===== src/rtl/soc_subsys_config.svh =====
/*
 * Bus widths, address map rules (base and length per target),
 * boot ROM signature and debug-request gate length
 */

`ifndef SOC_SUBSYS_CONFIG_SVH
`define SOC_SUBSYS_CONFIG_SVH

// Bus widths
`define SOC_ADDR_W         32
`define SOC_DATA_W         32
`define SOC_OFF_W          8

// --------------------------------------------------
// Address map
// --------------------------------------------------
`define SOC_ROM_BASE       32'h0001_0000
`define SOC_ROM_LEN        32'h0000_0040
`define SOC_SPM_BASE       32'h1C00_0000
`define SOC_SPM_LEN        32'h0000_0100
`define SOC_CLINT_BASE     32'h0200_0000
`define SOC_CLINT_LEN      32'h0000_0010

// Upper half of every boot ROM word
`define SOC_ROM_SIG        16'hB007

// Cycles after reset before debug requests pass
`define SOC_DMI_DEL_CYCLES 500

`endif


===== src/rtl/soc_subsys_pkg.sv =====
/*
 * Shared types of the subsystem: address, data, offset and
 * timer vectors, the target select and the CLINT register map
 */

`include "soc_subsys_config.svh"

package soc_subsys_pkg;

  typedef logic [`SOC_ADDR_W-1:0] addr_t;
  typedef logic [`SOC_DATA_W-1:0] data_t;

  // Byte offset inside one target window
  typedef logic [`SOC_OFF_W-1:0]  off_t;

  // mtime and mtimecmp
  typedef logic [`SOC_DATA_W-1:0] mtime_t;

  // Target picked by the address map, TGT_NONE answers with an error
  typedef enum logic [1:0] {
    TGT_ROM   = 2'd0,
    TGT_SPM   = 2'd1,
    TGT_CLINT = 2'd2,
    TGT_NONE  = 2'd3
  } target_e;

  // CLINT register offsets
  typedef enum logic [`SOC_OFF_W-1:0] {
    MSIP     = 8'h00,
    MTIMECMP = 8'h04,
    MTIME    = 8'h08
  } clint_off_e;

endpackage


===== src/rtl/soc_bus_if.sv =====
/*
 * Decoded request bus from the decode stage to the access stage
 */

`timescale 1ns/1ps

interface soc_bus_if
  import soc_subsys_pkg::*;
();

  logic    valid;
  logic    we;
  target_e target;
  off_t    off;
  data_t   wdata;

  modport dec (
    output valid,
    output we,
    output target,
    output off,
    output wdata
  );

  modport acc (
    input valid,
    input we,
    input target,
    input off,
    input wdata
  );

endinterface


===== src/rtl/soc_reg_if.sv =====
/*
 * Register port from the access stage to the CLINT
 */

`timescale 1ns/1ps

interface soc_reg_if
  import soc_subsys_pkg::*;
();

  logic  req;
  logic  we;
  off_t  off;
  data_t wdata;
  // Combinational read data, selected by off
  data_t rdata;

  modport host (output req, output we, output off, output wdata, input rdata);

  modport dev (input req, input we, input off, input wdata, output rdata);

endinterface


===== src/rtl/soc_addr_decode.sv =====
/*
 * Stage 1 of the fabric: samples a request, matches it against
 * the address rule table and registers target, offset and data
 */

`timescale 1ns/1ps

`include "soc_subsys_config.svh"

module soc_addr_decode
  import soc_subsys_pkg::*;
(
  input  logic         clk_i,
  input  logic         ndmreset_n,
  input  logic         req_valid_i,
  input  logic         req_we_i,
  input  addr_t        req_addr_i,
  input  data_t        req_wdata_i,
  soc_bus_if.dec       bus_o
);

  localparam int NUM_RULES = 3;

  // Rule index equals the target encoding
  localparam addr_t RULE_BASE [NUM_RULES] = '{
    `SOC_ROM_BASE,
    `SOC_SPM_BASE,
    `SOC_CLINT_BASE
  };

  localparam addr_t RULE_LEN [NUM_RULES] = '{
    `SOC_ROM_LEN,
    `SOC_SPM_LEN,
    `SOC_CLINT_LEN
  };

  target_e hit_tgt;
  off_t    hit_off;

  logic    valid_q;
  logic    we_q;
  target_e target_q;
  off_t    off_q;
  data_t   wdata_q;

  // --------------------------------------------------
  // Rule match
  // --------------------------------------------------
  always_comb begin
    hit_tgt = TGT_NONE;
    hit_off = '0;
    for (int i = 0; i < NUM_RULES; i++) begin
      if (req_addr_i >= RULE_BASE[i] && req_addr_i < RULE_BASE[i] + RULE_LEN[i]) begin
        hit_tgt = target_e'(i);
        hit_off = off_t'(req_addr_i - RULE_BASE[i]);
      end
    end
    // ROM is read only
    if (hit_tgt == TGT_ROM && req_we_i) begin
      hit_tgt = TGT_NONE;
    end
  end

  // --------------------------------------------------
  // Stage register
  // --------------------------------------------------
  always_ff @(posedge clk_i or negedge ndmreset_n) begin
    if (!ndmreset_n) begin
      valid_q <= 1'b0;
    end else begin
      valid_q <= req_valid_i;
    end
  end

  always_ff @(posedge clk_i) begin
    if (req_valid_i) begin
      we_q     <= req_we_i;
      target_q <= hit_tgt;
      off_q    <= hit_off;
      wdata_q  <= req_wdata_i;
    end
  end

  assign bus_o.valid  = valid_q;
  assign bus_o.we     = we_q;
  assign bus_o.target = target_q;
  assign bus_o.off    = off_q;
  assign bus_o.wdata  = wdata_q;

endmodule


===== src/rtl/soc_clint.sv =====
/*
 * CLINT with mtime, mtimecmp and msip, timer and software
 * interrupts, and the post-reset debug-request gate
 */

`timescale 1ns/1ps

`include "soc_subsys_config.svh"

module soc_clint
  import soc_subsys_pkg::*;
(
  input  logic         clk_i,
  input  logic         ndmreset_n,
  input  logic         rtc_tick_i,
  input  logic         debug_req_i,
  soc_reg_if.dev       reg_i,
  output logic         timer_irq_o,
  output logic         ipi_o,
  output logic         debug_req_o
);

  localparam int DEL_W = $clog2(`SOC_DMI_DEL_CYCLES + 1);

  logic   tick_half_q;
  mtime_t mtime_q;
  mtime_t mtimecmp_q;
  logic   msip_q;
  logic   timer_irq_q;

  logic [DEL_W-1:0] dmi_del_cnt_q;

  // --------------------------------------------------
  // Timer
  // --------------------------------------------------
  // RTC ticks halved, mtime steps on every second one
  always_ff @(posedge clk_i or negedge ndmreset_n) begin
    if (!ndmreset_n) begin
      tick_half_q <= 1'b0;
      mtime_q     <= '0;
    end else if (rtc_tick_i) begin
      tick_half_q <= ~tick_half_q;
      if (tick_half_q) begin
        mtime_q <= mtime_q + 1'b1;
      end
    end
  end

  // Register writes, MTIME is read only here
  always_ff @(posedge clk_i or negedge ndmreset_n) begin
    if (!ndmreset_n) begin
      msip_q     <= 1'b0;
      mtimecmp_q <= '1;
    end else if (reg_i.req && reg_i.we) begin
      case (reg_i.off)
        MSIP:     msip_q     <= reg_i.wdata[0];
        MTIMECMP: mtimecmp_q <= reg_i.wdata;
        default:  ;
      endcase
    end
  end

  always_comb begin
    case (reg_i.off)
      MSIP:     reg_i.rdata = {{(`SOC_DATA_W-1){1'b0}}, msip_q};
      MTIMECMP: reg_i.rdata = mtimecmp_q;
      MTIME:    reg_i.rdata = mtime_q;
      default:  reg_i.rdata = '0;
    endcase
  end

  always_ff @(posedge clk_i or negedge ndmreset_n) begin
    if (!ndmreset_n) begin
      timer_irq_q <= 1'b0;
    end else begin
      timer_irq_q <= (mtime_q >= mtimecmp_q);
    end
  end

  assign timer_irq_o = timer_irq_q;
  assign ipi_o       = msip_q;

  // --------------------------------------------------
  // Debug request gate
  // --------------------------------------------------
  // Lets boot code run before the first debug request
  always_ff @(posedge clk_i or negedge ndmreset_n) begin
    if (!ndmreset_n) begin
      dmi_del_cnt_q <= DEL_W'(`SOC_DMI_DEL_CYCLES);
    end else if (dmi_del_cnt_q != '0) begin
      dmi_del_cnt_q <= dmi_del_cnt_q - 1'b1;
    end
  end

  assign debug_req_o = (dmi_del_cnt_q == '0) ? debug_req_i : 1'b0;

endmodule


===== src/rtl/soc_subsys.sv =====
/*
 * Subsystem top: decode stage, access stage and CLINT
 */

`timescale 1ns/1ps

module soc_subsys
  import soc_subsys_pkg::*;
(
  input  logic  clk_i,
  input  logic  ndmreset_n,
  // Request
  input  logic  req_valid_i,
  input  logic  req_we_i,
  input  addr_t req_addr_i,
  input  data_t req_wdata_i,
  // Response, two cycles after the request
  output logic  rsp_valid_o,
  output logic  rsp_err_o,
  output data_t rsp_rdata_o,
  input  logic  rtc_tick_i,
  input  logic  debug_req_i,
  output logic  debug_req_o,
  output logic  timer_irq_o,
  output logic  ipi_o
);

  soc_bus_if u_bus ();
  soc_reg_if u_reg ();

  soc_addr_decode u_addr_decode (
    .clk_i       ( clk_i       ),
    .ndmreset_n  ( ndmreset_n  ),
    .req_valid_i ( req_valid_i ),
    .req_we_i    ( req_we_i    ),
    .req_addr_i  ( req_addr_i  ),
    .req_wdata_i ( req_wdata_i ),
    .bus_o       ( u_bus.dec   )
  );

  soc_target_access u_target_access (
    .clk_i       ( clk_i       ),
    .ndmreset_n  ( ndmreset_n  ),
    .bus_i       ( u_bus.acc   ),
    .clint_o     ( u_reg.host  ),
    .rsp_valid_o ( rsp_valid_o ),
    .rsp_err_o   ( rsp_err_o   ),
    .rsp_rdata_o ( rsp_rdata_o )
  );

  soc_clint u_clint (
    .clk_i       ( clk_i       ),
    .ndmreset_n  ( ndmreset_n  ),
    .rtc_tick_i  ( rtc_tick_i  ),
    .debug_req_i ( debug_req_i ),
    .reg_i       ( u_reg.dev   ),
    .timer_irq_o ( timer_irq_o ),
    .ipi_o       ( ipi_o       ),
    .debug_req_o ( debug_req_o )
  );

endmodule


===== src/rtl/soc_target_access.sv =====
/*
 * Stage 2 of the fabric: boot ROM, L2 scratchpad, CLINT register
 * port and the registered response
 */

`timescale 1ns/1ps

`include "soc_subsys_config.svh"

module soc_target_access
  import soc_subsys_pkg::*;
(
  input  logic         clk_i,
  input  logic         ndmreset_n,
  soc_bus_if.acc       bus_i,
  soc_reg_if.host      clint_o,
  output logic         rsp_valid_o,
  output logic         rsp_err_o,
  output data_t        rsp_rdata_o
);

  localparam int ROM_WORDS  = `SOC_ROM_LEN / 4;
  localparam int SPM_WORDS  = `SOC_SPM_LEN / 4;
  localparam int ROM_IDX_W  = $clog2(ROM_WORDS);
  localparam int SPM_IDX_W  = $clog2(SPM_WORDS);
  localparam int HALF_W     = `SOC_DATA_W / 2;

  localparam logic [HALF_W-1:0] ROM_SIG_HI = `SOC_ROM_SIG;

  logic [ROM_IDX_W-1:0] rom_idx;
  logic [SPM_IDX_W-1:0] spm_idx;
  data_t                rom_rdata;
  logic                 spm_we;

  data_t spm_mem [SPM_WORDS];

  data_t rdata_d;
  logic  err_d;

  logic  rsp_valid_q;
  logic  rsp_err_q;
  data_t rsp_rdata_q;

  // Word index inside each window
  assign rom_idx = bus_i.off[ROM_IDX_W+1:2];
  assign spm_idx = bus_i.off[SPM_IDX_W+1:2];

  // --------------------------------------------------
  // Boot ROM
  // --------------------------------------------------
  // Word k holds the signature above k
  assign rom_rdata = {ROM_SIG_HI, {(HALF_W-ROM_IDX_W){1'b0}}, rom_idx};

  // --------------------------------------------------
  // L2 scratchpad
  // --------------------------------------------------
  assign spm_we = bus_i.valid && bus_i.we && (bus_i.target == TGT_SPM);

  always_ff @(posedge clk_i) begin
    if (spm_we) begin
      spm_mem[spm_idx] <= bus_i.wdata;
    end
  end

  // CLINT register port
  assign clint_o.req   = bus_i.valid && (bus_i.target == TGT_CLINT);
  assign clint_o.we    = bus_i.we;
  assign clint_o.off   = bus_i.off;
  assign clint_o.wdata = bus_i.wdata;

  // --------------------------------------------------
  // Response
  // --------------------------------------------------
  always_comb begin
    case (bus_i.target)
      TGT_ROM:   rdata_d = rom_rdata;
      TGT_SPM:   rdata_d = spm_mem[spm_idx];
      TGT_CLINT: rdata_d = clint_o.rdata;
      default:   rdata_d = '0;
    endcase
    // Writes answer with zero data
    if (bus_i.we) begin
      rdata_d = '0;
    end
  end

  assign err_d = (bus_i.target == TGT_NONE);

  always_ff @(posedge clk_i or negedge ndmreset_n) begin
    if (!ndmreset_n) begin
      rsp_valid_q <= 1'b0;
      rsp_err_q   <= 1'b0;
    end else begin
      rsp_valid_q <= bus_i.valid;
      rsp_err_q   <= bus_i.valid && err_d;
    end
  end

  always_ff @(posedge clk_i) begin
    if (bus_i.valid) begin
      rsp_rdata_q <= rdata_d;
    end
  end

  assign rsp_valid_o = rsp_valid_q;
  assign rsp_err_o   = rsp_err_q;
  assign rsp_rdata_o = rsp_rdata_q;

endmodule


===== config.mk =====
export PLATFORM = sky130hd
export DESIGN_NAME = soc_subsys
export DESIGN_NICKNAME = d
export VERILOG_FILES = /design/src/rtl/soc_subsys_pkg.sv /design/src/rtl/soc_bus_if.sv /design/src/rtl/soc_reg_if.sv /design/src/rtl/soc_addr_decode.sv /design/src/rtl/soc_clint.sv /design/src/rtl/soc_subsys.sv /design/src/rtl/soc_target_access.sv
export VERILOG_INCLUDE_DIRS = /design/src /design/src/rtl
export SDC_FILE = /design/constraint.sdc
export NUM_CORES = 2
export LEC_CHECK = 0
export BUFFER_PORTS_ARGS = -buffer_cell sky130_fd_sc_hd__buf_4
export CAP_MARGIN = 20
export CORE_UTILIZATION = 63
export CTS_CLUSTER_DIAMETER = 30
export DETAILED_ROUTE_END_ITERATION = 8
export GPL_TIMING_DRIVEN = 0
export HOLD_SLACK_MARGIN = 0.02
export PLACE_DENSITY = 0.82
export SKIP_CTS_REPAIR_TIMING = 1
export SLEW_MARGIN = 10
export SYNTH_ARGS = -nofsm -noshare
export SYNTH_HDL_FRONTEND = slang
export SYNTH_SLANG_ARGS = --single-unit

===== constraint.sdc =====
create_clock -name clk_i -period 4.16 [get_ports clk_i]
set_input_delay 0.416 -clock clk_i [delete_from_list [all_inputs] [get_ports clk_i]]
set_output_delay 0.416 -clock clk_i [all_outputs]
set_load 0.05 [all_outputs]

==> flow_metrics.tcl, run 1 <==
set metrics [dict create \
    netlist_area_um2 85800 \
    io_pins 107 \
    syn_inst 3878 \
    synth_flop_cell "edfxtp_1" \
    antenna_found_initial 78 \
    error "[ERROR GRT-0232] Routing congestion too high. Check the congestion heatmap in the GUI." \
    grt-ovfl-total 2 \
    synth_edf_count 2123 \
    crit_endpoint "u_target_access.spm_mem[22][28]$_DFFE_PP_/DE" \
    die_h_um 371 \
    fp-row-count 135 \
    gp_congestion 1.04 \
    status "did not finish" \
    hpwl_um 208000 \
    grt_max_degree 80 \
    numCtsBuffers 394 \
    numPortBuffers 106 \
    failed_stage "global routing" \
    ys_ff_latch 2208 \
    htree_num_levels 5 \
    synth_area_per_cell_um2 22.1 \
    grt_usage_pct 71.5 \
    synth.distinct_cells 64 \
    ys_warn_count 0 \
    die_x_um 371 \
    cts_root_buf "clkbuf_16" \
    worst-ep-kind "register input" \
    syn_nets 3982 \
    initial_utilization_pct 63.4 \
    clock_path_buffers 4 \
    clock-sinks 2208 \
    ys_seq_area_share_pct 76.8 \
    async_flop_share_pct 3.58 \
]
## cell families after synthesis
family	after synthesis	synth area share (%)
buf+inv	236	1.44
fa+ha+maj	34	0.496
xor+xnor	37	0.378
simple gates	382	2.17
flops	2208	76.8
compound gates	259	2.07
mux	722	16.6
## Yosys cell counts, drive strengths merged, types with 14 or more instances
library cell | instances | share of area (%)
o211ai | 14 | 0.12
nor2 | 116 | 0.51
xnor2 | 25 | 0.26
a22oi | 38 | 0.33
buf | 139 | 1.0
o21ai | 35 | 0.20
dfrtp | 41 | 1.2
mux2i | 113 | 1.3
a21oi | 39 | 0.23
nand4 | 20 | 0.15
and2 | 14 | 0.10
nand2 | 82 | 0.36
clkbuf | 51 | 0.22
nand3 | 36 | 0.21
dfstp | 38 | 1.2
nor2b | 33 | 0.24
o22ai | 25 | 0.18
a21o | 16 | 0.14
a211oi | 33 | 0.29
inv | 46 | 0.20
ha | 34 | 0.50
nor4 | 16 | 0.12
mux4 | 559 | 15
nor3 | 21 | 0.13
edfxtp | 2123 | 74
mux2 | 50 | 0.66
## layer usage
| metal | global-route usage (%) | GRT overflow |
|---|---|---|
| met1 | 72.8 | 0 |
| met2 | 84.1 | 1 |
| met3 | 62.8 | 1 |
| met4 | 63.1 | 0 |
| met5 | 38.1 | 0 |
## metrics by stage
| step | area [um^2] | hold slack, ns | utilization (%) | instances | setup slack, ns |
|---|---|---|---|---|---|
| CTS | 108000 | -0.440 | 79.5 | 6685 | -0.787 |
| detailed placement | 94200 | 0.452 | 69.6 | 5979 | -0.598 |
| global placement | 88800 | 0.446 | 65.6 | 5765 | -3.69 |
| floorplan | 85800 | 0.120 | - | 3878 | 0.665 |
==> inputs of run 2 (changes only) <==
CORE_UTILIZATION = 40   (was 63)
CTS_CLUSTER_DIAMETER = unset   (was 30)
HOLD_SLACK_MARGIN = unset   (was 0.02)
PLACE_DENSITY = unset   (was 0.82)
PLACE_DENSITY_LB_ADDON = 0.15   (was unset)
==> run 2 against run 1 <==
The flow now finishes, with violations (negative setup slack). Synthesized cell count stayed put. Area after synthesis stayed put.
==> flow_metrics.tcl, run 2 <==
set metrics [dict create \
    status "finished with violations" \
    violations "negative setup slack" \
    hold_class "input port to flop" \
    p_int_mw 37.1 \
    antenna_found_initial 26 \
    clock.fmax_mhz 223 \
    synth.distinct_cells 64 \
    fp-row-count 169 \
    fin_area_um2 105000 \
    async_flop_share_pct 3.58 \
    initial_utilization_pct 40.4 \
    syn_inst 3878 \
    htree_num_levels 4 \
    yosysMostFrequentCell "edfxtp_1" \
    grt_pass1_vias 45100 \
    layout_commonest_cell "edfxtp_1" \
    die_x_um 465 \
    hold_viol 0 \
    ys_seq_area_share_pct 76.8 \
    slew-limit-headroom_pct 19.9 \
    power.density_nw_per_um2 461 \
    fill_cells 17000 \
    path_class "flop to flop" \
    crit_path_end_kind "flop" \
    grt_max_degree 80 \
    wl_per_cell_um 43.9 \
    clk_pin_slew_ns 0.06 \
    fin_tns_setup_ns -20.00 \
    power_frac_seq_pct 51.5 \
    slew_viol_final 0 \
    clk_latency_ns 0.91 \
    nNetsFinal 4708 \
    min_period_ns 4.49 \
    gp_congestion 0.981 \
    io_pins 107 \
    cts_root_buf "clkbuf_16" \
    largest_register_ff_count 2048 \
    synth_top_area_share_pct 74.3 \
    final_cell_mix "edfxtp_1 (2,123), mux4_2 (559), buf_4 (242)" \
    leakage_nw 33.5 \
    synth_area_per_cell_um2 22.1 \
    required_ns 4.72 \
    clock-sinks 2208 \
    switching_power_mw 11.3 \
    rsz0062_at_grt "true" \
    swShare_pct 23.3 \
    grt_usage_pct 30.7 \
    synth_edf_count 2123 \
    utilization_pct 49.3 \
    worstSetupStartpointType "flop" \
    netlist_area_um2 85800 \
    syn_nets 3982 \
    numCtsBuffers 225 \
    grt_pass1_wl_um 434000 \
    fin_crit_sh_pct 108 \
    synth_area_leader_cell "edfxtp_1" \
    synth_flop_cell "edfxtp_1" \
    power.share.clock_pct 41.4 \
    clock_skew_ns 0.0476 \
    ys_warn_count 0 \
    crit_arrival_ns 5.05 \
    synth_commonest_cells "edfxtp_1 (2,123), mux4_2 (559), nor2_1 (116)" \
    postPlaceCellArea_um2 95800 \
    hpwl_um 233000 \
    clock_path_buffers 3 \
    grt-ovfl-total 0 \
    finalWirelength_um 334000 \
    ir_worst_vdd_v 0.000442 \
    num_vias 48700 \
    drive_above_1_share_pct 34.7 \
    ys_ff_latch 2208 \
    cp_max_fo 10 \
    syn2layout_area_growth_pct 22.1 \
    cts_tree "yes" \
    numPortBuffers 106 \
    power_frac_comb_pct 7.1 \
    dr.pass1.iters 8 \
    viasPerCell 6.39 \
    worst_slack_ns -0.326 \
    drcViolationCount 0 \
    fin_cells 7620 \
    rr_worst_depth 8 \
    tightestPinTransition_ns 1.17 \
    final-setup-viol-count 276 \
    hold_depth 5 \
    drv_cap 0 \
    die_h_um 465 \
    placed_cells 7047 \
    die_area_um2 216000 \
    synth_area_leaders "edfxtp_1 (74%), mux4_2 (15%), mux2i_1 (1.3%)" \
    regMostFlops "u_target_access.spm_mem" \
    drt-initial-drc-count 8690 \
    core_area_um2 213000 \
    ant_nets 0 \
]
-- run 2: final cells by class --
class	count	area (um^2)	area share, %
Buffer	187	1190	1.14
Tap cell	2821	3530	3.37
Multi-Input combinational cell	1434	19400	18.5
Antenna cell	14	35.0	0.0334
Sequential cell	2208	65900	62.9
Clock inverter	123	1210	1.16
Timing Repair Buffer	502	7470	7.12
Clock buffer	285	5930	5.66
Inverter	46	173	0.165
-- run 2: critical path: stages, from the launching register on --
cell      delay, ns
dfxtp_1        0.38
buf_2          0.47
clkbuf_4       0.50
clkbuf_4       0.50
clkbuf_4       0.49
mux2i_2        0.59
nor3_1         0.09
o41ai_1        0.72
a21oi_1        0.34
-- run 2: power groups by stage --
stage	clock network, mW	registers [mW]	logic (mW)
floorplan	0	25.5	1.25
global placement	0	25.8	2.44
detailed placement	0	25.3	3.28
CTS	20.1	24.9	3.29
global route	21.0	24.9	3.50
finish	20.0	24.9	3.44
-- run 2: path summary, 6_finish.rpt --
path	endpoint	slack, ns	start
worst max register to register	u_target_access.rsp_rdata_o[1]$_SDFFCE_PP0P_	-0.33	flop
worst min register to register	u_clint.dmi_del_cnt_q[8]$_DFFE_PN1P_	0.47	u_clint.dmi_del_cnt_q[8]$_DFFE_PN1P_
min in group asynchronous	u_clint.mtime_q[20]$_DFFE_PN0P_	0.06	ndmreset_n
max in group asynchronous	u_clint.dmi_del_cnt_q[2]$_DFFE_PN1P_	3.41	ndmreset_n
worst max-delay path	u_target_access.rsp_rdata_o[1]$_SDFFCE_PP0P_	-0.33	flop
worst min-delay path	u_addr_decode.bus_o.target[1]$_SDFFCE_PP1P_	0.01	req_addr_i[26]
-- run 2: kinds of logic (layout without fill, tap and decap cells) --
family,Yosys count,after routing,synth area share [%]
AO/OA/AOI/OAI,259,259,2.07
XOR/XNOR,37,37,0.378
adder cells (fa/ha/maj),34,34,0.496
buffers and inverters,236,1143,1.44
flip-flops,2208,2208,76.8
multiplexers,722,722,16.6
other,0,14,0
AND/OR/NAND/NOR,382,382,2.17
-- run 2: routing by layer --
layer  global-route usage, %  vias up  routed length (um)  share of wire, %
met5                       0        -                  28            0.0084
met4                    13.5        6               17900               5.4
met3                    8.81      798               40300                12
met2                    46.2     3605              150000                45
met1                    41.5    26400              126000                38
li1                        -    17900                   -                 -
-- run 2: per-stage QoR --
| step | total power [mW] | setup WS [ns] | hold WS, ns |
|---|---|---|---|
| after floorplan | 26.8 | 0.665 | 0.120 |
| after global placement | 28.3 | -4.49 | 0.444 |
| after detailed placement | 28.6 | -0.988 | 0.459 |
| after CTS | 48.3 | -1.03 | -0.341 |
| after global routing | 49.3 | -0.157 | 0.0216 |
| final | 48.3 | -0.326 | 0.0116 |
(Power assumes the default switching activity.)
